`config.mk`:
```
export PLATFORM = sky130hd
export DESIGN_NAME = memAccessCheck
export DESIGN_NICKNAME = d
export VERILOG_FILES = /design/src/rtl/mipsIsaPkg.sv /design/src/rtl/memMapPkg.sv /design/src/rtl/memAccessCheck.sv
export SDC_FILE = /design/constraint.sdc
export NUM_CORES = 1
export LEC_CHECK = 0
export ABC_AREA = 1
export ABC_CLOCK_PERIOD_IN_PS = 1300
export BUFFER_PORTS_ARGS = -buffer_cell sky130_fd_sc_hd__clkbuf_2
export CAP_MARGIN = 20
export CORE_MARGIN = 10
export CORE_UTILIZATION = 30
export DETAILED_ROUTE_END_ITERATION = 6
export MAX_ROUTING_LAYER = met4
export PLACE_DENSITY = 0.75
export SYNTH_ARGS = -nofsm -noshare
export SYNTH_HDL_FRONTEND = slang
export SYNTH_SLANG_ARGS = --single-unit
```
`constraint.sdc`:
```
create_clock -name vclk -period 1.3
set_input_delay 0.065 -clock vclk [all_inputs]
set_output_delay 0.065 -clock vclk [all_outputs]
set_load 0.02 [all_outputs]
```
`src/rtl/mipsIsaPkg.sv`:
```
//////////////////////////////
// Instruction encodings and data-word types for the MEM stage
// Only the operations that the MEM stage tells apart are listed
// Cause codes follow the MIPS numbering, 0 also marks an interrupt
//////////////////////////////
`default_nettype none

package mipsIsaPkg;

    // Plain data and register widths
    typedef logic [31:0] word_t;
    typedef logic [4:0]  regAddr_t;
    typedef logic [4:0]  excCode_t;
    typedef logic [5:0]  hwInt_t;

    typedef enum logic [3:0] {
        OP_NOP  = 4'd0,
        OP_LW   = 4'd1,
        OP_LH   = 4'd2,
        OP_LHU  = 4'd3,
        OP_LB   = 4'd4,
        OP_LBU  = 4'd5,
        OP_SW   = 4'd6,
        OP_SH   = 4'd7,
        OP_SB   = 4'd8,
        OP_MFC0 = 4'd9,
        OP_MTC0 = 4'd10,
        OP_ERET = 4'd11,
        OP_ALU  = 4'd12
    } instrOp_t;

    typedef enum logic [2:0] {
        CLS_NONE  = 3'd0,
        CLS_MEM_R = 3'd1,
        CLS_MEM_W = 3'd2,
        CLS_CP0   = 3'd3,
        CLS_ALU   = 3'd4
    } instrClass_t;

    // Redirect request to the pipeline controller
    typedef enum logic [1:0] {
        KC_NONE  = 2'd0,
        KC_ENTRY = 2'd1,
        KC_ERET  = 2'd2
    } kernelCtrl_t;

    localparam excCode_t EXC_NONE = 5'd0;
    localparam excCode_t EXC_INT  = 5'd0;
    localparam excCode_t EXC_ADEL = 5'd4;
    localparam excCode_t EXC_ADES = 5'd5;
    localparam excCode_t EXC_OV   = 5'd12;

    // Coprocessor 0 register numbers
    localparam regAddr_t CP0_SR    = 5'd12;
    localparam regAddr_t CP0_CAUSE = 5'd13;
    localparam regAddr_t CP0_EPC   = 5'd14;
    localparam regAddr_t CP0_PRID  = 5'd15;

    localparam word_t PRID_VALUE = 32'h4D49_5053;

endpackage

`default_nettype wire

```
`src/rtl/memMapPkg.sv`:
```
//////////////////////////////
// Address map and bundles of the MEM stage
// Only the data window is a legal load or store target
// The memory is word addressed, byte lanes select the bytes written
//////////////////////////////
`default_nettype none

package memMapPkg;
    import mipsIsaPkg::*;

    typedef logic [29:0] wordAddr_t;
    typedef logic [1:0]  byteOffset_t;

    localparam word_t DM_ADDR_START = 32'h0000_0000;
    localparam word_t DM_ADDR_END   = 32'h0000_3000;
    localparam int unsigned DM_WORDS = 3072;
    localparam int unsigned DM_IDX_W = $clog2(DM_WORDS);

    // Kernel text base, EPC points here after reset
    localparam word_t KTEXT_START = 32'h0000_3000;

    typedef struct packed {
        wordAddr_t  wordAddr;
        logic [3:0] byteEn;
        word_t      wrData;
    } dmReq_t;

    typedef struct packed {
        instrOp_t    op;
        instrClass_t iclass;
        word_t       pc;
        excCode_t    exc;
        logic        delaySlot;
        word_t       aluResult;
        word_t       rtData;
        regAddr_t    rtNum;
        regAddr_t    rdNum;
        regAddr_t    destReg;
        word_t       destData;
    } memStageIn_t;

    // Raw word and offset, extension happens in write-back
    typedef struct packed {
        instrOp_t    op;
        instrClass_t iclass;
        word_t       pc;
        word_t       memWord;
        byteOffset_t offset;
        regAddr_t    destReg;
        word_t       destData;
    } wbStageOut_t;

endpackage

`default_nettype wire

```
`src/rtl/memAccessCheck.sv`:
```
//////////////////////////////
// Store lane decode and address checks, purely combinational
// Halfword and byte data are shifted onto their lanes here
// Lanes stay off while disabled or on an address fault
//////////////////////////////
`default_nettype none
`timescale 1ns/10ps

module memAccessCheck import mipsIsaPkg::*, memMapPkg::*; (
    input  instrOp_t    op,
    input  instrClass_t iclass,
    input  word_t       addr,
    input  word_t       storeData,
    input  logic        dmDisable,
    output dmReq_t      dmReq,
    output byteOffset_t offset,
    output excCode_t    excCode
);

    logic       isLoad;
    logic       isStore;
    logic       isWordOp;
    logic       isHalfOp;
    logic       misaligned;
    logic       inWindow;
    logic [3:0] lanes;
    word_t      shiftedData;

    assign offset  = addr[1:0];
    assign isLoad  = (iclass == CLS_MEM_R);
    assign isStore = (iclass == CLS_MEM_W);

    assign isWordOp = (op == OP_LW) || (op == OP_SW);
    assign isHalfOp = (op == OP_LH) || (op == OP_LHU) || (op == OP_SH);

    // Bytes need no alignment
    assign misaligned = (isWordOp && (offset != 2'b00)) || (isHalfOp && offset[0]);

    // One unsigned compare covers both ends of the window
    assign inWindow = (addr - DM_ADDR_START) < (DM_ADDR_END - DM_ADDR_START);

    always_comb begin
        excCode = EXC_NONE;
        if (isLoad && (misaligned || !inWindow)) begin
            excCode = EXC_ADEL;
        end else if (isStore && (misaligned || !inWindow)) begin
            excCode = EXC_ADES;
        end
    end

    // Lane select and data placement
    always_comb begin
        lanes       = 4'b0000;
        shiftedData = storeData;
        if (isStore) begin
            case (op)
                OP_SW: begin
                    lanes = 4'b1111;
                end
                OP_SH: begin
                    lanes       = offset[1] ? 4'b1100 : 4'b0011;
                    shiftedData = storeData << {offset[1], 4'b0000};
                end
                OP_SB: begin
                    lanes       = 4'b0001 << offset;
                    shiftedData = storeData << {offset, 3'b000};
                end
                default: begin
                    lanes = 4'b0000;
                end
            endcase
        end
    end

    assign dmReq = '{
        wordAddr: addr[31:2],
        byteEn:   (dmDisable || (excCode != EXC_NONE)) ? 4'b0000 : lanes,
        wrData:   shiftedData
    };

endmodule

`default_nettype wire

```
Yosys cells after proc, flatten, opt, wreduce, memory -nomap -nowiden
Cells that the tools add are included.
- register bits: 0
- input port bits: 72
- output and inout bits: 73
- $lt $le $gt $ge: 1
- equality and inequality tests: 8
- shifts and indexed selects: 3
- multiplexer cells: 8
- reductions and logical operators: 13
- operator list (cell ; count):
    one-hot mux 32 bit (2 select lines) ; 1
    left shift 32 x 5 -> 32 bit ; 2
    less-than comparator 32 x 14 -> 1 bit (second input constant) ; 1
    2-to-1 mux 32 bit ; 1
    2-to-1 mux 4 bit ; 3
    one-hot mux 4 bit (3 select lines) ; 1
    equality test 4 x 2 -> 1 bit (second input constant) ; 2
    equality test 4 x 3 -> 1 bit (second input constant) ; 2
    logical OR 1 bit ; 6
    2-to-1 mux 3 bit ; 2
    nonzero test 5 bit ; 1
    equality test 4 x 1 -> 1 bit (second input constant) ; 1
    equality test 4 bit (second input constant) ; 1
    logical AND 1 bit ; 4
    left shift 1 x 2 -> 4 bit (first input constant) ; 1
    equality test 3 x 1 -> 1 bit (second input constant) ; 1
    equality test 3 x 2 -> 1 bit (second input constant) ; 1
    nonzero test 2 bit ; 1
    zero test 1 bit ; 1

Longest topological paths before layout
Gate-level depths: netlist of run 1.
- depth in word-level cells: 12
- mapped depth: 10
- depth with buffers taken out: 9

Worst setup path after synthesis of run 1
No wires, ideal clock.
- path type: input to output
- start: input port op[3]
- end: output port dmReq[11] (netlist name)
- arrival: 1.285 ns
- data required time: 1.235 ns
- path slack: -0.050 ns
- cell stages on the path: 6
- path buffers: 1
- path through: inv_1 nor2_1 nand3_2 clkbuf_1 o21a_1 o21ai_0
- RTL lines (item ; RTL line ; text):
    start, declared ; memAccessCheck.sv:10 ; input instrOp_t op,
    end, declared ; memAccessCheck.sv:15 ; output dmReq_t dmReq,

==> impl_metrics.toml, run 1 <==
[status]
outcome = "finished with violations"
violations = "negative setup slack"

[logic_synthesis]
syn_inst = 237
yosysWarnings = 0
synth_area_per_cell_um2 = 5.12
synth_area_um2 = 1210
synth_cell_types = 24
yosysSeqAreaShare_pct = 0

[placed_design]
dp_cells = 395
dpl_worst_slack_ns = -0.156
gp_congestion = 0.870
portBuffers = 122
hpwlAfterDp_um = 4540

[global_routing]
grt_max_degree = 19
grt_first_pass_wirelength_um = 8740
overflow = 0
antenna_found_initial = 0
grt_use_total_pct = 14.3
grt_pass1_vias = 1888

[route]
vias_per_cell = 4.70
ant_nets = 0
post-route-drc-count = 0
drtIter0Drc = 90
via_count = 1865
dr.pass1.iters = 4
postRouteWirelength_um = 5640
wire_per_inst_um = 14.2

[timing]
setup_tns_ns = -0.654
rsz0062_at_grt = "true"
max_freq_mhz = 739
slew_viol_final = 0
setup_ws_ns = -0.0524
hold_violations = 0
period_needed_ns = 1.35
setup_viol = 21
fin_crit_sh_pct = 104

[setup_path]
arrival_ns = 1.29
cp-start-kind = "input port"
critPathKind = "input port to output port"
cp.required_ns = 1.24
endpoint_kind = "output port"
path_max_fanout = 6

[die]
core-area_um2 = 3940
num_rows = 23
initial_core_util_pct = 30.8
dieArea_um2 = 6980
die_w_um = 83.6
ios = 145
die-height_um = 83.6

[min_path]
hold_depth = 0
hold_path_class = "input port to output port"

[cells_and_area]
area_delta_synth_final_pct = 73.7
instances_no_fill = 397
post-route-util_pct = 53.4
regArea_um2 = 0
n_fill_cell = 401
clkbuf_count = 0
antenna_cells = 0
fin_nets = 421
multiInputGateArea_um2 = 966
final_common_cell = "clkbuf_2"
drive_gt1_share_pct = 56.5
layout_common_cells = "clkbuf_2, nand2_1, nor2_1, buf_4"
n_sequential_cell = 0

[power]
p_leak_uw = 0.00123
swShare_pct = 57.9
clockPowerShare_pct = 0
powerDensity_nw_per_um2 = 315
total_power_uw = 664
cell_internal_pwr_uw = 279
seqPwrFrac_pct = 0
p_switching_uw = 384
combinationalPowerShare_pct = 100.0
vdd_ir_drop_max_uv = 132

[run]
maxCapViolCount = 0
-- worst max-delay path: stages --
cell and delay [ns]:
clkbuf_8 0.11, buf_4 0.11, nand2_1 0.04, inv_1 0.06, nand2_2 0.07, nand2_2 0.09, nand2_4 0.07, a21oi_4 0.20
buf_6 0.18, nor2_2 0.05, a21oi_2 0.11, buf_6 0.13
-- power groups by stage --
stage | Combinational (µW) | Clock [µW] | Sequential (µW)
after floorplan | 402 | 0 | 0
after global placement | 568 | 0 | 0
after detailed placement | 574 | 0 | 0
after CTS | 607 | 0 | 0
after global routing | 718 | 0 | 0
final | 664 | 0 | 0
-- metrics by stage --
step	area, µm²	hold WS, ns
3_3_place_gp	1800	0.130
4_1_cts	1920	0.130
6_report	2110	0.130
5_1_grt	2110	0.130
2_1_floorplan	1220	0.243
3_5_place_dp	1800	0.130
-- routing by layer --
metal,global-route usage (%),wire (µm),up-vias
met5,-,0,-
met4,1.98,134,0
met3,1.95,414,14
met2,26.1,2880,104
met1,16.3,2210,799
li1,-,-,948
-- worst paths after layout --
path	startpoint	to
worst max-delay path	op[0]	dmReq[25]
worst min-delay path	addr[4]	dmReq[38]
-- Yosys cell counts --
cell type / instances / area share, %
buf_1: 1 / 0.31
nor3_2: 1 / 0.83
buf_6: 1 / 0.93
nand3_1: 10 / 4.1
nand3_2: 1 / 0.83
o21ai_2: 7 / 5.1
o21ai_0: 20 / 8.3
clkbuf_1: 2 / 0.62
nand2_2: 2 / 1.0
a21oi_1: 8 / 3.3
o22ai_1: 1 / 0.52
inv_4: 1 / 0.52
a22oi_1: 7 / 4.3
nand2_4: 1 / 0.93
a21oi_4: 1 / 1.3
buf_2: 2 / 0.83
and2_0: 1 / 0.52
nand2_1: 60 / 19
inv_1: 22 / 6.8
o21a_1: 6 / 3.7
buf_4: 36 / 22
nor3_1: 1 / 0.41
conb_1: 1 / 0.31
nor2_1: 44 / 14
-- layout make-up --
cell class	count	share of cell area, %
Timing Repair Buffer	150	46.9
Tap cell	50	2.97
Multi-Input combinational cell	174	45.9
Inverter	23	4.22
-- what timing repair did --
action	CTS	global route
setup endpoints to repair	35	34
hold endpoints to repair	0	0
pin swaps	5	6
setup buffers	3	0
gates resized for setup	31	88
hold buffers	0	0
-- logic make-up after synthesis --
group | after synthesis | synth area share [%]
other | 1 | 0.309
AO/OA/AOI/OAI | 50 | 26.5
buffers and inverters | 65 | 32.3
AND/OR/NAND/NOR | 121 | 40.9
Note: power is estimated with default switching activity, not from simulation.
==> run 2: changes to the inputs <==
- MAX_ROUTING_LAYER: met4 -> unset
==> run 2 against run 1 <==
  * The flow still finishes with violations (negative setup slack)
  * Non-clock buffer count is the same
  * Utilization is the same
  * Maximum frequency is essentially flat
  * Critical path depth shrank 1
  * Wire length shrank 0.66%
  * Combinational power is essentially flat
  * Critical path type unchanged
  * Critical endpoint unchanged
  * Largest cell class unchanged
  * Highest routed layer unchanged
==> impl_metrics.toml, run 2 (same netlist as run 1, synthesis figures left out) <==
[route]
wire_per_inst_um = 14.1
via_count = 1851
dr.pass1.iters = 4
ant_nets = 0
post-route-drc-count = 0
postRouteWirelength_um = 5600
drtIter0Drc = 85
vias_per_cell = 4.66

[timing]
setup_ws_ns = -0.0518
slew_viol_final = 0
fin_crit_sh_pct = 104
hold_slack_ns = 0.130
setup_tns_ns = -0.637
hold_violations = 0
period_needed_ns = 1.35
rsz0062_at_grt = "true"
max_freq_mhz = 740
setup_viol = 20

[power]
p_leak_uw = 0.00123
combinationalPowerShare_pct = 100.0
cell_internal_pwr_uw = 279
swShare_pct = 57.9
vdd_ir_drop_max_uv = 132
clockPowerShare_pct = 0
p_switching_uw = 383
powerDensity_nw_per_um2 = 314
total_power_uw = 662
seqPwrFrac_pct = 0

[setup_path]
cp.required_ns = 1.24
cp-start-kind = "input port"
path_max_fanout = 6
endpoint_kind = "output port"
critPathKind = "input port to output port"
arrival_ns = 1.29

[die]
dieArea_um2 = 6980
die_w_um = 83.6
core-area_um2 = 3940
die-height_um = 83.6
num_rows = 23
initial_core_util_pct = 30.8
ios = 145

[status]
violations = "negative setup slack"
outcome = "finished with violations"

[min_path]
hold_path_class = "input port to output port"

[placed_design]
hpwlAfterDp_um = 4540
portBuffers = 122
gp_congestion = 0.856
dpl_worst_slack_ns = -0.156

[cells_and_area]
layout_common_cells = "clkbuf_2, nand2_1, nor2_1, buf_4"
regArea_um2 = 0
fin_nets = 421
final_common_cell = "clkbuf_2"
antenna_cells = 0
n_sequential_cell = 0
area_delta_synth_final_pct = 73.7
drive_gt1_share_pct = 56.5
clkbuf_count = 0
n_fill_cell = 401

[global_routing]
grt_use_total_pct = 13.9
grt_max_degree = 19
grt_pass1_vias = 1885
antenna_found_initial = 0
grt_first_pass_wirelength_um = 8750
overflow = 0

[run]
maxCapViolCount = 0

[clock_network]
cts-hold-fix-buffers = 0
==> run 2: cell counts in the layout (fill, tap and decap cells not counted) <==
No cell type changed its count.
==> run 2: final cells by class <==
type,instances,area [µm²],share of cell area (%)
timing repair buffer,150,988,46.9
multi-input combinational,174,966,45.9
tap,50,62.6,2.97
inverter,23,88.8,4.22
==> run 2: worst paths after layout <==
kind | end | start | cells past startpoint | slack, ns
worst max-delay path | dmReq[25] | op[3] | 11 | -0.05
worst min-delay path | dmReq[38] | addr[4] | 0 | 0.13
==> run 2: metal layers <==
layer	vias up	part of all wire [%]	global-route usage, %
li1	950	-	-
met1	800	37	15.2
met2	87	51	26.1
met3	14	9.3	3.91
met4	0	2.4	1.98
met5	-	0	0
==> run 2: timing repair <==
| action | in CTS | in global routing |
|---|---|---|
| pin swaps | 5 | 6 |
| endpoints found under the setup margin | 35 | 34 |
| cloned | 0 | 0 |
| buffers inserted | 3 | 0 |
| resized for setup | 31 | 88 |
==> run 2: critical path: stages <==
cell and delay [ns]:
buf_6 0.10, buf_6 0.11, nor2_4 0.10, nand2_2 0.08, nand2_2 0.09, nand2_4 0.07
a21oi_4 0.20, buf_6 0.18, nor2_2 0.05, a21oi_2 0.11, buf_6 0.13
==> run 2: power by group through the flow <==
stage,logic [µW],registers [µW],clock network (µW)
after floorplan,402,0,0
after global placement,568,0,0
after detailed placement,574,0,0
after CTS,607,0,0
after global routing,718,0,0
final,662,0,0
==> run 2: per-stage QoR <==
stage | utilization [%] | instance area, µm² | std cells
final | 53.4 | 2110 | 397
after global routing | 53.4 | 2110 | 397
after CTS | 48.8 | 1920 | 398
after detailed placement | 45.6 | 1800 | 395
after global placement | 45.6 | 1800 | 395
after floorplan | - | 1220 | 239
==> run 3: changes to the inputs <==
- TNS_END_PERCENT: unset -> 5
==> run 3 against run 2 <==
  * Worst setup slack worse by 0.012 ns
  * Final cell count rose by 1.3%
  * Critical path depth shrank 1
  * The run still ends with negative setup slack left
==> impl_metrics.toml, run 3 (same netlist as run 1, synthesis figures left out) <==
[status]
outcome = "finished with violations"
violations = "negative setup slack"

[run]
maxCapViolCount = 0

[power]
total_power_uw = 646
powerDensity_nw_per_um2 = 315
p_leak_uw = 0.00121
vdd_ir_drop_max_uv = 136

[placed_design]
hpwlAfterDp_um = 4660
dp_cells = 398
portBuffers = 122
gp_congestion = 0.884
dpl_cell_area_um2 = 1810
dpl_worst_slack_ns = -0.182

[cells_and_area]
instances_no_fill = 402
drive_gt1_share_pct = 56.5
antenna_cells = 0
layout_common_cells = "clkbuf_2, nand2_1, buf_4, nor2_1, inv_1"
final_common_cell = "clkbuf_2"
n_sequential_cell = 0
clkbuf_count = 0
design_area_um2 = 2050
area_delta_synth_final_pct = 69.3
regArea_um2 = 0
fin_nets = 426

[route]
drtIter0Drc = 49
ant_nets = 0
post-route-drc-count = 0
via_count = 1880
wire_per_inst_um = 13.4
dr.pass1.iters = 4
vias_per_cell = 4.68
postRouteWirelength_um = 5390

[global_routing]
overflow = 0
antenna_found_initial = 0
grt_max_degree = 17
grt_use_total_pct = 13.9
grt_first_pass_wirelength_um = 8690
grt_pass1_vias = 1966

[die]
num_rows = 23
initial_core_util_pct = 30.8
die_w_um = 83.6
core-area_um2 = 3940
die-height_um = 83.6
ios = 145
dieArea_um2 = 6980

[timing]
slew_viol_final = 0
setup_viol = 18
fin_crit_sh_pct = 105
setup_tns_ns = -0.519
hold_violations = 0
max_freq_mhz = 733
period_needed_ns = 1.36
rsz0062_at_grt = "true"
setup_ws_ns = -0.0639

[clock_network]
cts-hold-fix-buffers = 0

[setup_path]
endpoint_kind = "output port"
arrival_ns = 1.30
path_max_fanout = 7
cp.required_ns = 1.24
cp_slowest_cell = "a21oi_4"
crit_path_max_incr_delay_ns = 0.25
cp_cell_sequence = "buf_4, nor2_4, nand2_2, nand2_2, nand2_4, a21oi_4, buf_6, nor2_2, a21oi_1, buf_4"
cp-start-kind = "input port"
critPathKind = "input port to output port"

[min_path]
hold_path_class = "input port to output port"
==> run 3: final timing paths <==
path,from,endpoint,depth (start not counted)
worst max-delay path,op[1],dmReq[24],10
worst min-delay path,addr[9],dmReq[43],0
==> run 3: worst max-delay path, delay by kind of cell <==
family / cells / cell delay, ns
AOI/OAI and AO/OA: 2 / 0.36
buffers and inverters: 3 / 0.47
and+or+nand+nor: 5 / 0.39
==> run 3: repair_timing <==
| item | 4_1_cts | 5_1_grt |
|---|---|---|
| resized for setup | 40 | 60 |
| endpoints found under the setup margin | 31 | 32 |
| pin swaps | 6 | 8 |
| setup buffers | 2 | 2 |
==> run 3: cell type report <==
| cell class | instances | area (µm²) |
|---|---|---|
| fillers | 425 | 1890 |
| inverters | 23 | 96.3 |
| multi-input cells | 174 | 917 |
| well taps | 50 | 62.6 |
| repair buffers | 155 | 977 |
==> run 3: through the flow <==
stage	util (%)	hold WS (ns)
finish	52.1	0.130
CTS	49.4	0.130
floorplan	-	0.243
global placement	45.9	0.130
global route	52.1	0.130
detailed placement	45.9	0.130
==> run 3: where the power goes <==
part / switching, µW / internal, µW
clock network: 0 / 0
logic: 374 / 272
registers: 0 / 0
total: 374 / 272
==> run 3: routing by layer <==
layer,part of all wire (%),vias up,global-route usage [%]
met5,0,-,0
met4,1.1,0,1.37
met3,10,10,4.69
met2,51,93,27.2
met1,38,824,14.2
li1,-,953,-
