[config.mk]
export PLATFORM = sky130hd
export DESIGN_NAME = coprocessor0
export DESIGN_NICKNAME = d
export VERILOG_FILES = /design/src/rtl/mipsIsaPkg.sv /design/src/rtl/memMapPkg.sv /design/src/rtl/coprocessor0.sv
export SDC_FILE = /design/constraint.sdc
export NUM_CORES = 1
export LEC_CHECK = 0
export BUFFER_PORTS_ARGS = -buffer_cell sky130_fd_sc_hd__buf_2
export CAP_MARGIN = 10
export CORE_MARGIN = 2
export CORE_UTILIZATION = 35
export DETAILED_ROUTE_END_ITERATION = 7
export GPL_TIMING_DRIVEN = 0
export PLACE_DENSITY = 0.59
export SLEW_MARGIN = 40
export SYNTH_ARGS = -nofsm -noshare
export SYNTH_HDL_FRONTEND = slang
export SYNTH_SLANG_ARGS = --single-unit
[constraint.sdc]
create_clock -name clk -period 6.4 [get_ports clk]
set_clock_uncertainty 0.05 [all_clocks]
set_input_delay 0.96 -clock clk [delete_from_list [all_inputs] [get_ports clk]]
set_output_delay 0.96 -clock clk [all_outputs]
set_load 0.02 [all_outputs]
[src/rtl/mipsIsaPkg.sv]
//////////////////////////////
// Instruction encodings and data-word types for the MEM stage
// Only the operations that the MEM stage tells apart are listed
// Cause codes follow the MIPS numbering, 0 also marks an interrupt
//////////////////////////////
`default_nettype none

package mipsIsaPkg;

    // Plain data and register widths
    typedef logic [31:0] word_t;
    typedef logic [4:0]  regAddr_t;
    typedef logic [4:0]  excCode_t;
    typedef logic [5:0]  hwInt_t;

    typedef enum logic [3:0] {
        OP_NOP  = 4'd0,
        OP_LW   = 4'd1,
        OP_LH   = 4'd2,
        OP_LHU  = 4'd3,
        OP_LB   = 4'd4,
        OP_LBU  = 4'd5,
        OP_SW   = 4'd6,
        OP_SH   = 4'd7,
        OP_SB   = 4'd8,
        OP_MFC0 = 4'd9,
        OP_MTC0 = 4'd10,
        OP_ERET = 4'd11,
        OP_ALU  = 4'd12
    } instrOp_t;

    typedef enum logic [2:0] {
        CLS_NONE  = 3'd0,
        CLS_MEM_R = 3'd1,
        CLS_MEM_W = 3'd2,
        CLS_CP0   = 3'd3,
        CLS_ALU   = 3'd4
    } instrClass_t;

    // Redirect request to the pipeline controller
    typedef enum logic [1:0] {
        KC_NONE  = 2'd0,
        KC_ENTRY = 2'd1,
        KC_ERET  = 2'd2
    } kernelCtrl_t;

    localparam excCode_t EXC_NONE = 5'd0;
    localparam excCode_t EXC_INT  = 5'd0;
    localparam excCode_t EXC_ADEL = 5'd4;
    localparam excCode_t EXC_ADES = 5'd5;
    localparam excCode_t EXC_OV   = 5'd12;

    // Coprocessor 0 register numbers
    localparam regAddr_t CP0_SR    = 5'd12;
    localparam regAddr_t CP0_CAUSE = 5'd13;
    localparam regAddr_t CP0_EPC   = 5'd14;
    localparam regAddr_t CP0_PRID  = 5'd15;

    localparam word_t PRID_VALUE = 32'h4D49_5053;

endpackage

`default_nettype wire

[src/rtl/memMapPkg.sv]
//////////////////////////////
// Address map and bundles of the MEM stage
// Only the data window is a legal load or store target
// The memory is word addressed, byte lanes select the bytes written
//////////////////////////////
`default_nettype none

package memMapPkg;
    import mipsIsaPkg::*;

    typedef logic [29:0] wordAddr_t;
    typedef logic [1:0]  byteOffset_t;

    localparam word_t DM_ADDR_START = 32'h0000_0000;
    localparam word_t DM_ADDR_END   = 32'h0000_3000;
    localparam int unsigned DM_WORDS = 3072;
    localparam int unsigned DM_IDX_W = $clog2(DM_WORDS);

    // Kernel text base, EPC points here after reset
    localparam word_t KTEXT_START = 32'h0000_3000;

    typedef struct packed {
        wordAddr_t  wordAddr;
        logic [3:0] byteEn;
        word_t      wrData;
    } dmReq_t;

    typedef struct packed {
        instrOp_t    op;
        instrClass_t iclass;
        word_t       pc;
        excCode_t    exc;
        logic        delaySlot;
        word_t       aluResult;
        word_t       rtData;
        regAddr_t    rtNum;
        regAddr_t    rdNum;
        regAddr_t    destReg;
        word_t       destData;
    } memStageIn_t;

    // Raw word and offset, extension happens in write-back
    typedef struct packed {
        instrOp_t    op;
        instrClass_t iclass;
        word_t       pc;
        word_t       memWord;
        byteOffset_t offset;
        regAddr_t    destReg;
        word_t       destData;
    } wbStageOut_t;

endpackage

`default_nettype wire

[src/rtl/coprocessor0.sv]
//////////////////////////////
// Coprocessor 0 with SR, Cause, EPC and PrID
// Entry wins over ERET and MTC0 in the same cycle
// Interrupts are masked while EXL is set or IE is clear
// PrID is read only
//////////////////////////////
`default_nettype none
`timescale 1ns/10ps

module coprocessor0 import mipsIsaPkg::*, memMapPkg::*; (
    input  logic        clk,
    input  logic        reset,
    input  instrOp_t    op,
    input  regAddr_t    regNum,
    input  word_t       wrData,
    input  word_t       pc,
    input  logic        inDelaySlot,
    input  hwInt_t      hwInt,
    input  excCode_t    excIn,
    output kernelCtrl_t kCtrl,
    output logic        excInDelaySlot,
    output wordAddr_t   epc,
    output word_t       rdData
);

    // Status fields
    hwInt_t    intMask;
    logic      exl;
    logic      intEnable;

    // Cause fields
    hwInt_t    intPendingBits;
    excCode_t  causeCode;
    logic      branchDelay;

    wordAddr_t epcReg;

    logic      intPending;
    logic      excPending;
    logic      entry;
    word_t     entryPc;
    word_t     statusWord;
    word_t     causeWord;

    assign statusWord = {16'b0, intMask, 8'b0, exl, intEnable};
    assign causeWord  = {branchDelay, 15'b0, intPendingBits, 3'b0, causeCode, 2'b0};

    assign intPending = (|(intMask & hwInt)) && intEnable && !exl;
    assign excPending = (excIn != EXC_NONE);
    assign entry      = intPending || excPending;

    // Restart at the branch when the victim sits in its delay slot
    assign entryPc = inDelaySlot ? (pc - 32'd4) : pc;

    always_comb begin
        if (entry) begin
            kCtrl = KC_ENTRY;
        end else if (op == OP_ERET) begin
            kCtrl = KC_ERET;
        end else begin
            kCtrl = KC_NONE;
        end
    end

    assign excInDelaySlot = entry && inDelaySlot;
    assign epc            = epcReg;

    always_comb begin
        case (regNum)
            CP0_SR:    rdData = statusWord;
            CP0_CAUSE: rdData = causeWord;
            CP0_EPC:   rdData = {epcReg, 2'b00};
            CP0_PRID:  rdData = PRID_VALUE;
            default:   rdData = '0;
        endcase
    end

    always_ff @(posedge clk) begin
        if (reset) begin
            intMask        <= '1;
            exl            <= 1'b0;
            intEnable      <= 1'b1;
            intPendingBits <= '0;
            causeCode      <= EXC_NONE;
            branchDelay    <= 1'b0;
            epcReg         <= KTEXT_START[31:2];
        end else begin
            // Pending bits simply follow the lines
            intPendingBits <= hwInt;
            if (entry) begin
                exl         <= 1'b1;
                causeCode   <= intPending ? EXC_INT : excIn;
                branchDelay <= inDelaySlot;
                epcReg      <= entryPc[31:2];
            end else if (op == OP_ERET) begin
                exl         <= 1'b0;
                causeCode   <= EXC_NONE;
                branchDelay <= 1'b0;
            end else if (op == OP_MTC0) begin
                if (regNum == CP0_SR) begin
                    intMask   <= wrData[15:10];
                    exl       <= wrData[1];
                    intEnable <= wrData[0];
                end else if (regNum == CP0_EPC) begin
                    epcReg <= wrData[31:2];
                end
            end
        end
    end

endmodule

`default_nettype wire

# --- After elaboration in Yosys (flattened, before gate mapping) ---
# Index checks and enable logic that the tools add are counted.
word_totals:
  ff_bits: 50
  latchBits: 0
  ram_bits: 0
  romBits: 0
  input_bits: 87
  output_inout_bits: 65
  word_cells: 52
  mem_count: 0
op_classes:
  addsub: 1
  multipliers: 0
  div: 0
  order_cmp: 0
  n_eq_ne: 8
  n_shift: 0
  muxes: 18
  n_bitwise: 3
  n_reduce_logical: 15
ops:
  columns: ["operator", "n"]
  rows:
  - ["30-bit 2-to-1 mux", 5]
  - ["32-bit one-hot mux with 4 select lines", 1]
  - ["32-bit 2-to-1 mux", 1]
  - ["32-bit by 3-bit subtractor with 32-bit output (second input constant)", 1]
  - ["5-bit by 4-bit equality test with 1-bit output (second input constant)", 4]
  - ["5-bit 2-to-1 mux", 3]
  - ["4-bit equality test (second input constant)", 2]
  - ["4-bit AND reduction", 2]
  - ["6-bit bitwise AND", 1]
  - ["1-bit 2-to-1 mux", 6]
  - ["2-bit nonzero test", 3]
  - ["3-bit nonzero test", 2]
  - ["6-bit OR reduction", 1]
  - ["5-bit nonzero test", 1]
  - ["2-bit 2-to-1 mux", 2]
  - ["2-bit inequality test (second input constant)", 2]
  - ["1-bit logical AND", 3]
  - ["1-bit inverter", 2]
  - ["2-bit AND reduction", 1]
  - ["1-bit logical NOT", 1]
  - ["1-bit logical OR", 1]

# --- Logic depth before layout (Yosys ltp) ---
# Gate-level depths: netlist of the first run.
logic_depth:
  depth_word: 7
  ltp_mapped: 7
  ltp_nobuf: 6

# --- Worst setup path before layout of the first run ---
# OpenSTA, ideal clock, no wires.
synth_timing:
  path_type: "input-to-output"
  start: "input port regNum[1]"
  end: "output port rdData[2]"
  t_arrival_ps: 2559
  setup_slack_ps: 2831
  cell_stages: 7
  n_path_buf: 4
  cell_sequence: "clkbuf_1 nor2b_1 clkbuf_1 clkbuf_1 clkbuf_1 a22oi_1 nor2_1"
synth_between:
  elab_chain_len: 2
  word_cells_on_any_way: 5
  cone_classes: "4 x eq/ne; 1 x mux"
synth_rtl:
  columns: ["element", "line_no", "text"]
  rows:
  - ["from (decl)", "coprocessor0.sv:14", "input regAddr_t regNum,"]
  - ["5-bit by 4-bit equality test with 1-bit output", "coprocessor0.sv:69", "case (regNum)"]
  - ["32-bit one-hot mux with 4 select lines (*)", "coprocessor0.sv:69", null]
  - ["to (decl)", "coprocessor0.sv:23", "output word_t rdData"]
# Mark *: on every way between the ends. The rest lies on a longest branch, timed or not.

# --- Worst setup path after layout of the first run ---
layout_timing:
  start: "input port hwInt[1]"
  end: "output port kCtrl[0]"
layout_between:
  elab_chain_len: 6
layout_rtl:
  columns: ["element", "line_no", "text"]
  rows:
  - ["from (decl)", "coprocessor0.sv:18", "input hwInt_t hwInt,"]
  - ["6-bit bitwise AND", "coprocessor0.sv:48", "assign intPending = (|(intMask & hwInt)) && intEnable && !exl;"]
  - ["6-bit OR reduction", "coprocessor0.sv:48", null]
  - ["1-bit logical AND (2 in a row)", "coprocessor0.sv:48", null]
  - ["1-bit logical OR", "coprocessor0.sv:50", "assign entry = intPending || excPending;"]
  - ["via entry", "coprocessor0.sv:40", "logic entry;"]
  - ["2-bit 2-to-1 mux", "coprocessor0.sv:56", "if (entry) begin"]
  - ["to (decl)", "coprocessor0.sv:20", "output kernelCtrl_t kCtrl,"]
# The timed path passes the listed nets, and every way through them passes these cells.

==> impl_results.md, run 1 <==
- Minimum period implied by the final worst setup slack: 4311 ps
- Endpoints failing setup: 0
- Area Overhead vs Synth: 29.06%
- First-pass DRT Iterations: 5
- Post-synthesis adder-cell area fraction: 0.003674
- Initial antenna violation count: 0
- Net Count, Synth: 505
- I/O Buffers: 147
- Mux share of post-synthesis cell area: 0.03527
- Antenna Nets Post-Route: 0
- Distinct cell type count after synthesis: 54
- Max-slew violation count: 0
- Crit end category: primary output
- Combinational Power Share: 0.232
- I/O pin cnt: 152
- Count of hold-fix buffers inserted at cts: 0
- Register Area: 0.001001 mm2
- Clk sinks: 50
- Pin count of the biggest net entering global routing: 15
- Setup bufs post-CTS: 0
- Power share of the sequential group: 0.502
- Clock slew at reported path FFs: 80 ps
- Most common cell on crit path: buf_2
- Tcrit/Tclk final: 0.6736
- Mapped Area: 0.003406 mm2
- Worst path buffer plus inverter count: 5
- Slew @ Worst Pin: 783.0 ps
- Initial Util: 0.3550
- Nets: 659
- Mapped Avg Cell Area: 8.167 um2
- Async SR Flop Fraction: 0
- Main combinational cell family by area after synthesis: simple AND/OR/NAND/NOR gates
- Setup tns final: 0 ps
- Worst Path Arrival: 3300 ps
- Critical Path Fanout Max: 10
- GP Congestion: 1.007
- Crit-path leading delay family: buffers and inverters
- XOR/XNOR Fraction of Synth Area: 0.03086
- Synth Area in Simple Gates: 0.2895
- Crit path max-delay cell type: a311oi_2
- Synthesized instance count: 417
- Area of the core: 0.009594 mm2
- GRT Util Overall: 0.2314
- H-tree levels: 2
- Row cnt: 36
- DRT iter0 DRCs: 252
- Post-synth EDFFs: 0
- Routed wire length: 12850 um
- First-pass GRT wire length: 18710 um
- Post-CTS resize count: 0
- Peak Freq: 232.0 MHz
- Die X: 102.6 um
- Sw Ratio: 0.3187
- Psw: 0.2154 mW
- Dominant synthesized flop cell: dfxtp_1
- Outcome: complete, no violations
- Fillers: 1008
- Final setup margin: 2089 ps
- Register bit total from synthesis: 50
- Vias in the first global route: 3470
- Final Hold Viols: 0
- Clock network fraction of total power: 0.266
- Clock Path Buffers: 2
- Critical setup path kind: in -> out
- Fin util: 0.4581
- Leakage Power: 1.895 nW
- TritonCTS clock tree: yes
- Clock latency at the later pin of the worst-skew pair: 310 ps
- Overflow after GRT: 0
- Slowest stage delay, CP: 730 ps
- RSZ-0062 raised after global routing: false
- Total CTS buffers: 5
- Clock root cell: clkbuf_8
- Syn. warnings: 0
- Register area share after synthesis: 0.2939
- Max-cap viol count: 0
- Vias: 3961
- Startpoint types: input port
- Die area: 0.01054 mm2
- Compound-cell area share of the yosys netlist: 0.2810
- Pwr dens: 153.8 mW/mm2
- Setup slack after placement: 2111 ps
- Share of post-route cells with drive strength above 1: 0.2960
- CP Cell Sequence: buf_2 -> a22oi_1 -> a311oi_2 -> nor2_1 -> inv_1 -> buf_1 -> buf_4 -> buf_2
- Avg Vias per Cell: 5.618
- Area of the multi-input gates: 0.002187 mm2
- Internal power: 0.4606 mW
- Worst endpoint required time: 5390 ps
- Dpl hpwl: 10200 um
- HP Class: reg -> reg
- DRC violations left: 0
- Die Y: 102.6 um
- Wire per inst: 18.22 um
- Peak supply drop: 0.00007078 V
- Max_slew headroom: 0.4780
-- power groups by stage --
stage	Clock [mW]	Sequential, mW	Combinational [mW]
2_1_floorplan	0	0.356	0.0694
3_3_place_gp	0	0.346	0.154
3_5_place_dp	0	0.346	0.156
4_1_cts	0.180	0.339	0.157
5_1_grt	0.195	0.341	0.171
6_report	0.180	0.339	0.157
-- worst paths after layout --
| path | startpoint | to | slack (ps) | depth (start not counted) |
|---|---|---|---|---|
| worst max-delay path | hwInt[1] | kCtrl[0] | 2090 | 8 |
| worst min-delay path | branchDelay$_SDFFE_PP0P_ | branchDelay$_SDFFE_PP0P_ | 430 | 2 |
| worst min register to register | branchDelay$_SDFFE_PP0P_ | branchDelay$_SDFFE_PP0P_ | 430 | 2 |
| worst max register to register | intMask[1]$_SDFFE_PP1P_ | epc[28]$_SDFFE_PP0P_ | 3770 | 6 |
-- cells in the final DEF, fill, tap and decap left out, types with 16 or more instances in the layout --
master / synthesis / final
nor2_1: 36 / 36
a21oi_1: 17 / 17
dfxtp_1: 50 / 50
and4_1: 22 / 22
a211oi_1: 17 / 17
a2111oi_0: 22 / 22
buf_2: 2 / 149
clkbuf_1: 36 / 36
or4_1: 16 / 16
-- cell type report --
type,count,area share
Tap cell,133,0.03786
Sequential cell,50,0.2277
Multi-Input combinational cell,310,0.4976
Timing Repair Buffer,147,0.1674
Antenna cell,1,0.0005693
Inverter,13,0.01110
Buffer,44,0.03985
Clock inverter,2,0.002277
Clock buffer,5,0.01566
-- synthesized netlist by cell type (all sizes together) (3+ instances only) --
| library cell | count | share of area |
|---|---|---|
| nand2 | 14 | 0.015 |
| buf | 8 | 0.012 |
| xnor2 | 7 | 0.018 |
| o31ai | 11 | 0.024 |
| and4 | 22 | 0.057 |
| or4 | 17 | 0.039 |
| and3 | 12 | 0.022 |
| a211oi | 17 | 0.037 |
| nor3 | 6 | 0.0088 |
| nor4 | 9 | 0.020 |
| inv | 13 | 0.014 |
| a41oi | 7 | 0.018 |
| clkbuf | 36 | 0.040 |
| o21ai | 13 | 0.019 |
| or3 | 8 | 0.015 |
| nand4 | 5 | 0.0092 |
| a2111oi | 22 | 0.057 |
| or2 | 3 | 0.0055 |
| nor2 | 36 | 0.040 |
| a22o | 5 | 0.013 |
| xor2 | 5 | 0.013 |
| a21oi | 17 | 0.025 |
| a311oi | 15 | 0.040 |
| a22oi | 7 | 0.015 |
| mux2i | 12 | 0.035 |
| nand2b | 3 | 0.0055 |
| nor2b | 8 | 0.015 |
| nand3 | 4 | 0.0059 |
| dfxtp | 50 | 0.29 |
-- stage by stage --
| step | instance area [um2] | hold WS [ps] | instances | power, mW |
|---|---|---|---|---|
| 2_1_floorplan | 3406 | 393.8 | 417 | 0.4256 |
| 6_report | 4395 | 433.0 | 705 | 0.6761 |
| 3_3_place_gp | 4308 | 413.5 | 697 | 0.5000 |
| 4_1_cts | 4387 | 432.3 | 704 | 0.6760 |
| 5_1_grt | 4393 | 443.1 | 704 | 0.7069 |
| 3_5_place_dp | 4308 | 414.6 | 697 | 0.5023 |
-- sequential cells by signal (all words and copies together) (netlist names) --
| register | cells |
|---|---|
| exl | 1 |
| intPendingBits | 6 |
| branchDelay | 1 |
| intEnable | 1 |
| causeCode | 5 |
| intMask | 6 |
| epc | 30 |
-- metal layers --
metal  part of all wire  global-route usage  vias to the layer above
met5                  0                   0                        -
met4              0.021             0.06564                        0
met3              0.050             0.02644                       19
met2               0.47              0.3776                      137
met1               0.46              0.3230                     1846
li1                   -                   -                     1959
-- cells by family after synthesis --
kind of cell	count (synthesis)
AO/OA/AOI/OAI	126
XOR/XNOR	12
adder cells (fa/ha/maj)	1
buffers and inverters	57
flip-flops	50
multiplexers	12
AND/OR/NAND/NOR	159
-- worst min-delay path: stages (launching register included) --
cell and delay (ps):
dfxtp_1 320, nand4_1 70, a21oi_1 60
Power figures use the tool's default switching activity.
==> run 2, diff against run 1 <==
--- a/config.mk
+++ b/config.mk
@@ -11,7 +11,7 @@
 export CORE_UTILIZATION = 35
 export DETAILED_ROUTE_END_ITERATION = 7
 export GPL_TIMING_DRIVEN = 0
-export PLACE_DENSITY = 0.59
+export PLACE_DENSITY = 0.62
 export SLEW_MARGIN = 40
 export SYNTH_ARGS = -nofsm -noshare
 export SYNTH_HDL_FRONTEND = slang
==> constraint.sdc (replaced) <==
create_clock -name clk -period 3.8 [get_ports clk]
set_clock_uncertainty 0.05 [all_clocks]
set_input_delay 0.57 -clock clk [delete_from_list [all_inputs] [get_ports clk]]
set_output_delay 0.57 -clock clk [all_outputs]
set_load 0.02 [all_outputs]
==> impl_results.md, run 2 (same netlist as run 1, synthesis figures left out) <==
- Area Overhead vs Synth: 28.99% (about the same)
- Worst Path Arrival: 2980 ps (-320 ps)
- Crit-path leading delay family: buffers and inverters
- Final instance area: 0.004393 mm2 (about the same)
- Clock latency at the later pin of the worst-skew pair: 300 ps (about the same)
- Power share of the sequential group: 0.503 (about the same)
- Clk sinks: 50 (unchanged)
- DRT iter0 DRCs: 301 (+19%)
- Most frequent cells in the layout: 149 x buf_2, 50 x dfxtp_1, 36 x clkbuf_1, 36 x nor2_1
- Internal power: 0.7756 mW (+68%)
- First-pass DRT Iterations: 5 (unchanged)
- Post-CTS resize count: 0 (unchanged)
- Placed Instances: 697 (unchanged)
- Crit path max-delay cell type: a311oi_2
- Area of the multi-input gates: 0.002187 mm2 (unchanged)
- Overflow after GRT: 0 (unchanged)
- Worst hold slack: 433.6 ps (+0.5280 ps)
- Setup bufs post-CTS: 0 (unchanged)
- Dpl hpwl: 10100 um (-0.95%)
- Tcrit/Tclk final: 0.9479
- Power Total: 1.137 mW (+68%)
- Count of hold-fix buffers inserted at cts: 0 (unchanged)
- Minimum period implied by the final worst setup slack: 3602 ps
- Crit end category: primary output
- Share of post-route cells with drive strength above 1: 0.2960 (unchanged)
- Routed wire length: 12690 um (-1.2%)
- Die X: 102.6 um (unchanged)
- Register Area: 0.001001 mm2 (unchanged)
- Clock Path Buffers: 2 (unchanged)
- Startpoint types: flop
- GRT Util Overall: 0.2256 (-0.005789)
- Placed cell area: 0.004308 mm2 (unchanged)
- Max-cap viol count: 0 (unchanged)
- H-tree levels: 2 (unchanged)
- Max_slew headroom: 0.4617 (-0.01629)
- Leakage Power: 1.895 nW (about the same)
- Sw Ratio: 0.3181 (-0.0005735)
- Vias in the first global route: 3541 (+2.0%)
- Pwr dens: 258.9 mW/mm2 (+68%)
- Row cnt: 36 (unchanged)
- GP Congestion: 0.9860 (-2.1%)
- Vias: 4006 (+1.1%)
- Final Hold Viols: 0 (unchanged)
- Endpoints failing setup: 0 (unchanged)
- I/O pin cnt: 152 (unchanged)
- Max reg flops: 30 (unchanged)
- Antenna Nets Post-Route: 0 (unchanged)
- Combinational Power Share: 0.232 (about the same)
- Area of the core: 0.009594 mm2 (unchanged)
- Clock root cell: clkbuf_8
- Nets: 659 (unchanged)
- CP Cell Sequence: a22oi_1 -> a311oi_2 -> nor2_1 -> inv_1 -> buf_1 -> buf_4 -> buf_2
- Outcome: complete, no violations
- Total CTS buffers: 5 (unchanged)
- Die Y: 102.6 um (unchanged)
- RSZ-0062 raised after global routing: false
- Wire per inst: 18.02 um (-1.1%)
- Clock slew at reported path FFs: 90 ps (about the same)
- Initial antenna violation count: 0 (unchanged)
- Most common cell after layout, fill and taps aside: buf_2
- DRC violations left: 0 (unchanged)
- Peak Freq: 277.6 MHz
- Clock network fraction of total power: 0.265 (about the same)
- Psw: 0.3618 mW (+68%)
- TritonCTS clock tree: yes
- I/O Buffers: 147 (unchanged)
- Peak supply drop: 0.0001474 V (+110%)
- Setup tns final: 0 ps (unchanged)
- Worst endpoint required time: 3180 ps (-2210 ps)
- First-pass GRT wire length: 18510 um (-1.1%)
- HP Class: reg -> reg
- Critical setup path kind: reg -> out
- Die area: 0.01054 mm2 (unchanged)
- Worst path buffer plus inverter count: 4 (-1)
- Initial Util: 0.3550 (unchanged)
- Final std cells w/o fill: 704 (-0.14%)
- Avg Vias per Cell: 5.690 (+1.3%)
- Fillers: 998 (-0.99%)
- Critical Path Fanout Max: 10 (unchanged)
- Slowest stage delay, CP: 750 ps (+20 ps)
- N_diodes: 0 (-1)
- Pin count of the biggest net entering global routing: 15 (unchanged)
- Max-slew violation count: 0 (unchanged)
- Slew @ Worst Pin: 807.5 ps (+24.43 ps)
## run 2: cell type report
cell class | count | share of cell area
multi-input cells | 310 | 0.4979
repair buffers | 147 | 0.1675
inverters | 13 | 0.01111
clock buffers | 5 | 0.01567
well taps | 133 | 0.03788
flip-flops and latches | 50 | 0.2279
clock inverters | 2 | 0.002279
plain buffers | 44 | 0.03987
## run 2: per-layer routing
| metal | routed length (um) | global-route usage |
|---|---|---|
| met3 | 738 | 0.03322 |
| met1 | 5685 | 0.3010 |
| met5 | 0 | 0 |
| met2 | 6055 | 0.3811 |
| met4 | 210 | 0.06051 |
## run 2: metrics by stage
step / utilization / worst slack [ps]
finish: 0.4579 / 198.1
global route: 0.4579 / 28.29
CTS: 0.4572 / 300.8
detailed placement: 0.4490 / 322.1
global placement: 0.4490 / 288.2
floorplan: - / 1011
## run 2: path summary, 6_finish.rpt
| path | start | to | slack (ps) | cells after the start |
|---|---|---|---|---|
| worst min-delay path | causeCode[2]$_SDFFE_PP0P_ | causeCode[2]$_SDFFE_PP0P_ | 430 | 1 |
| worst max-delay path | intMask[1]$_SDFFE_PP1P_ | kCtrl[0] | 200 | 7 |
| worst max register to register | intMask[1]$_SDFFE_PP1P_ | epc[28]$_SDFFE_PP0P_ | 1120 | 6 |
| worst min register to register | causeCode[2]$_SDFFE_PP0P_ | causeCode[2]$_SDFFE_PP0P_ | 430 | 1 |
## run 2: power groups by stage
stage	sequential, mW	combinational [mW]	clock [mW]
2_1_floorplan	0.600	0.117	0
3_3_place_gp	0.583	0.259	0
3_5_place_dp	0.583	0.262	0
4_1_cts	0.571	0.263	0.304
5_1_grt	0.574	0.287	0.322
6_report	0.572	0.264	0.301
## run 2: worst reg2reg max path: stages, from the launching register on
cell      delay (ps)
dfxtp_1          350
a22oi_1          120
a311oi_2         750
nor2_1           400
inv_1            280
buf_1            430
a311oi_1         160
==> run 3, diff against run 2 <==
--- a/config.mk
+++ b/config.mk
@@ -6,12 +6,13 @@
 export NUM_CORES = 1
 export LEC_CHECK = 0
 export BUFFER_PORTS_ARGS = -buffer_cell sky130_fd_sc_hd__buf_2
-export CAP_MARGIN = 10
+export CAP_MARGIN = 20
 export CORE_MARGIN = 2
 export CORE_UTILIZATION = 35
 export DETAILED_ROUTE_END_ITERATION = 7
 export GPL_TIMING_DRIVEN = 0
-export PLACE_DENSITY = 0.62
+export MAX_ROUTING_LAYER = met4
+export PLACE_DENSITY = 0.68
 export SLEW_MARGIN = 40
 export SYNTH_ARGS = -nofsm -noshare
 export SYNTH_HDL_FRONTEND = slang
==> impl_results.md, run 3 (same netlist as run 1, synthesis figures left out) <==
- Flop2flop setup slack: 1090 ps (-30 ps)
- Critical setup path kind: in -> out
- Initial antenna violation count: 0 (unchanged)
- Slew @ Worst Pin: 816.0 ps (+8.507 ps)
- Clock latency at the later pin of the worst-skew pair: 320 ps (+20 ps)
- Worst hold slack: 419.9 ps (-13.64 ps)
- HP Class: in -> reg
- First-pass DRT Iterations: 4 (-1)
- Endpoints failing setup: 0 (unchanged)
- First-pass GRT wire length: 18570 um (+0.34%)
- Worst Path Arrival: 3000 ps (+20 ps)
- Setup slack after placement: 245.8 ps (-76.22 ps)
- Die Y: 102.6 um (unchanged)
- Register Area: 0.001001 mm2 (unchanged)
- Share of post-route cells with drive strength above 1: 0.2972 (+0.001231)
- DRC violations left: 0 (unchanged)
- H-tree levels: 2 (unchanged)
- Area of the core: 0.009594 mm2 (unchanged)
- Pwr dens: 276.4 mW/mm2 (+6.8%)
- RSZ-0062 raised after global routing: false
- Overflow after GRT: 0 (unchanged)
- Row cnt: 36 (unchanged)
- TritonCTS clock tree: yes
- Most frequent cells in the layout: 149 x buf_2, 50 x dfxtp_1, 36 x clkbuf_1, 36 x nor2_1
- Routed wire length: 12790 um (+0.80%)
- Final setup margin: 182.3 ps (-15.81 ps)
- Final instance area: 0.004438 mm2 (+1.0%)
- Placed Instances: 697 (unchanged)
- Crit end category: primary output
- Peak Freq: 276.4 MHz (-0.44%)
- GP Congestion: 1.071 (+8.6%)
- Setup bufs post-CTS: 0 (unchanged)
- Final Hold Viols: 0 (unchanged)
- Wire per inst: 18.14 um (+0.65%)
- Critical Path Fanout Max: 10 (unchanged)
- Die area: 0.01054 mm2 (unchanged)
- Minimum period implied by the final worst setup slack: 3618 ps (+15.81 ps)
- Max-cap viol count: 0 (unchanged)
- Antenna Nets Post-Route: 0 (unchanged)
- N_diodes: 0 (unchanged)
- Worst hold path stage count: 2 (+1)
- Setup tns final: 0 ps (unchanged)
- Clock root cell: clkbuf_8
- Worst endpoint required time: 3180 ps (about the same)
- Post-CTS resize count: 0 (unchanged)
- Count of hold-fix buffers inserted at cts: 0 (unchanged)
- Max-slew violation count: 0 (unchanged)
- I/O pin cnt: 152 (unchanged)
- Clk sinks: 50 (unchanged)
- Die X: 102.6 um (unchanged)
- Avg Vias per Cell: 5.743 (+0.93%)
- Final std cells w/o fill: 705 (+0.14%)
- Clock Path Buffers: 2 (unchanged)
- Nets: 659 (unchanged)
- Vias in the first global route: 3599 (+1.6%)
- Outcome: complete, no violations
- Initial Util: 0.3550 (unchanged)
- Placed cell area: 0.004308 mm2 (unchanged)
- Clock slew at reported path FFs: 100 ps (about the same)
- Hold Crit Endpoint: causeCode[0]$_SDFFE_PP0P_
- Peak supply drop: 0.0001360 V (-7.8%)
- Fillers: 978 (-2.0%)
- GRT Util Overall: 0.2325 (+0.006830)
- Vias: 4049 (+1.1%)
- Pin count of the biggest net entering global routing: 17 (+2)
- Startpoint types: input port
- Area Overhead vs Synth: 30.31%
- I/O Buffers: 147 (unchanged)
- Most common cell after layout, fill and taps aside: buf_2
- Worst R2R Start: intMask[0]$_SDFFE_PP1P_
- Tcrit/Tclk final: 0.9520 (+0.004161)
- Hold_sp: excIn[0]
- Leakage Power: 1.912 nW (+0.90%)
- Max_slew headroom: 0.4540 (-0.007680)
- Dpl hpwl: 10150 um (+0.55%)
- Area of the multi-input gates: 0.002198 mm2 (+0.51%)
- Max reg flops: 30 (unchanged)
- RR Endpoint: epc[28]$_SDFFE_PP0P_
- R2R depth: 6 (unchanged)
- DRT iter0 DRCs: 260 (-14%)
- Total CTS buffers: 5 (unchanged)
-- run 3: changes by cell type in the layout (fill, tap and decap cells not counted) --
cell / previous run / this run
bufinv_16: 0 / 1
clkinv_2: 2 / 1
inv_6: 0 / 1
a311oi_4: 0 / 1
a311oi_2: 1 / 0
-- run 3: cell type report --
class | count | share of cell area
clock inverter | 3 | 0.009867
timing repair buffer | 147 | 0.1658
tap | 133 | 0.03750
sequential | 50 | 0.2255
clock buffer | 5 | 0.01551
inverter | 13 | 0.01100
multi-input combinational | 310 | 0.4953
buffer | 44 | 0.03947
-- run 3: layer usage --
layer  wire length, um  GRT usage  vias to the layer above
met3               745    0.02780                       18
li1                  -          -                     1961
met2              6157     0.3796                      151
met1              5629     0.3007                     1919
met5                 0          -                        -
met4               257    0.07282                        0
-- run 3: worst max-delay path by stage --
stage / to / depth (start not counted) / slack (ps) / start
final: kCtrl[0] / 8 / 180 / hwInt[0]
after global routing: kCtrl[1] / 8 / 90 / hwInt[1]
after CTS: kCtrl[0] / 7 / 190 / intMask[5]$_SDFFE_PP1P_
after detailed placement: kCtrl[0] / 8 / 250 / hwInt[1]
after global placement: kCtrl[0] / 8 / 320 / hwInt[1]
after floorplan: rdData[2] / 7 / 1010 / regNum[1]
-- run 3: critical path: stages --
cell and delay, ps:
buf_2 110, a22oi_1 350, a311oi_4 270, nor2_1 700, inv_1 320, buf_1 320
buf_4 210, buf_2 150
-- run 3: power by group --
| part | internal, mW | switching (mW) |
|---|---|---|
| Combinational | 0.102 | 0.164 |
| Sequential | 0.550 | 0.0218 |
| Clock | 0.198 | 0.191 |
-- run 3: metrics by stage --
| step | total power [mW] | utilization |
|---|---|---|
| 2_1_floorplan | 0.7169 | - |
| 3_3_place_gp | 0.8418 | 0.4490 |
| 3_5_place_dp | 0.8450 | 0.4490 |
| 4_1_cts | 1.224 | 0.4607 |
| 5_1_grt | 1.267 | 0.4626 |
| 6_report | 1.227 | 0.4626 |
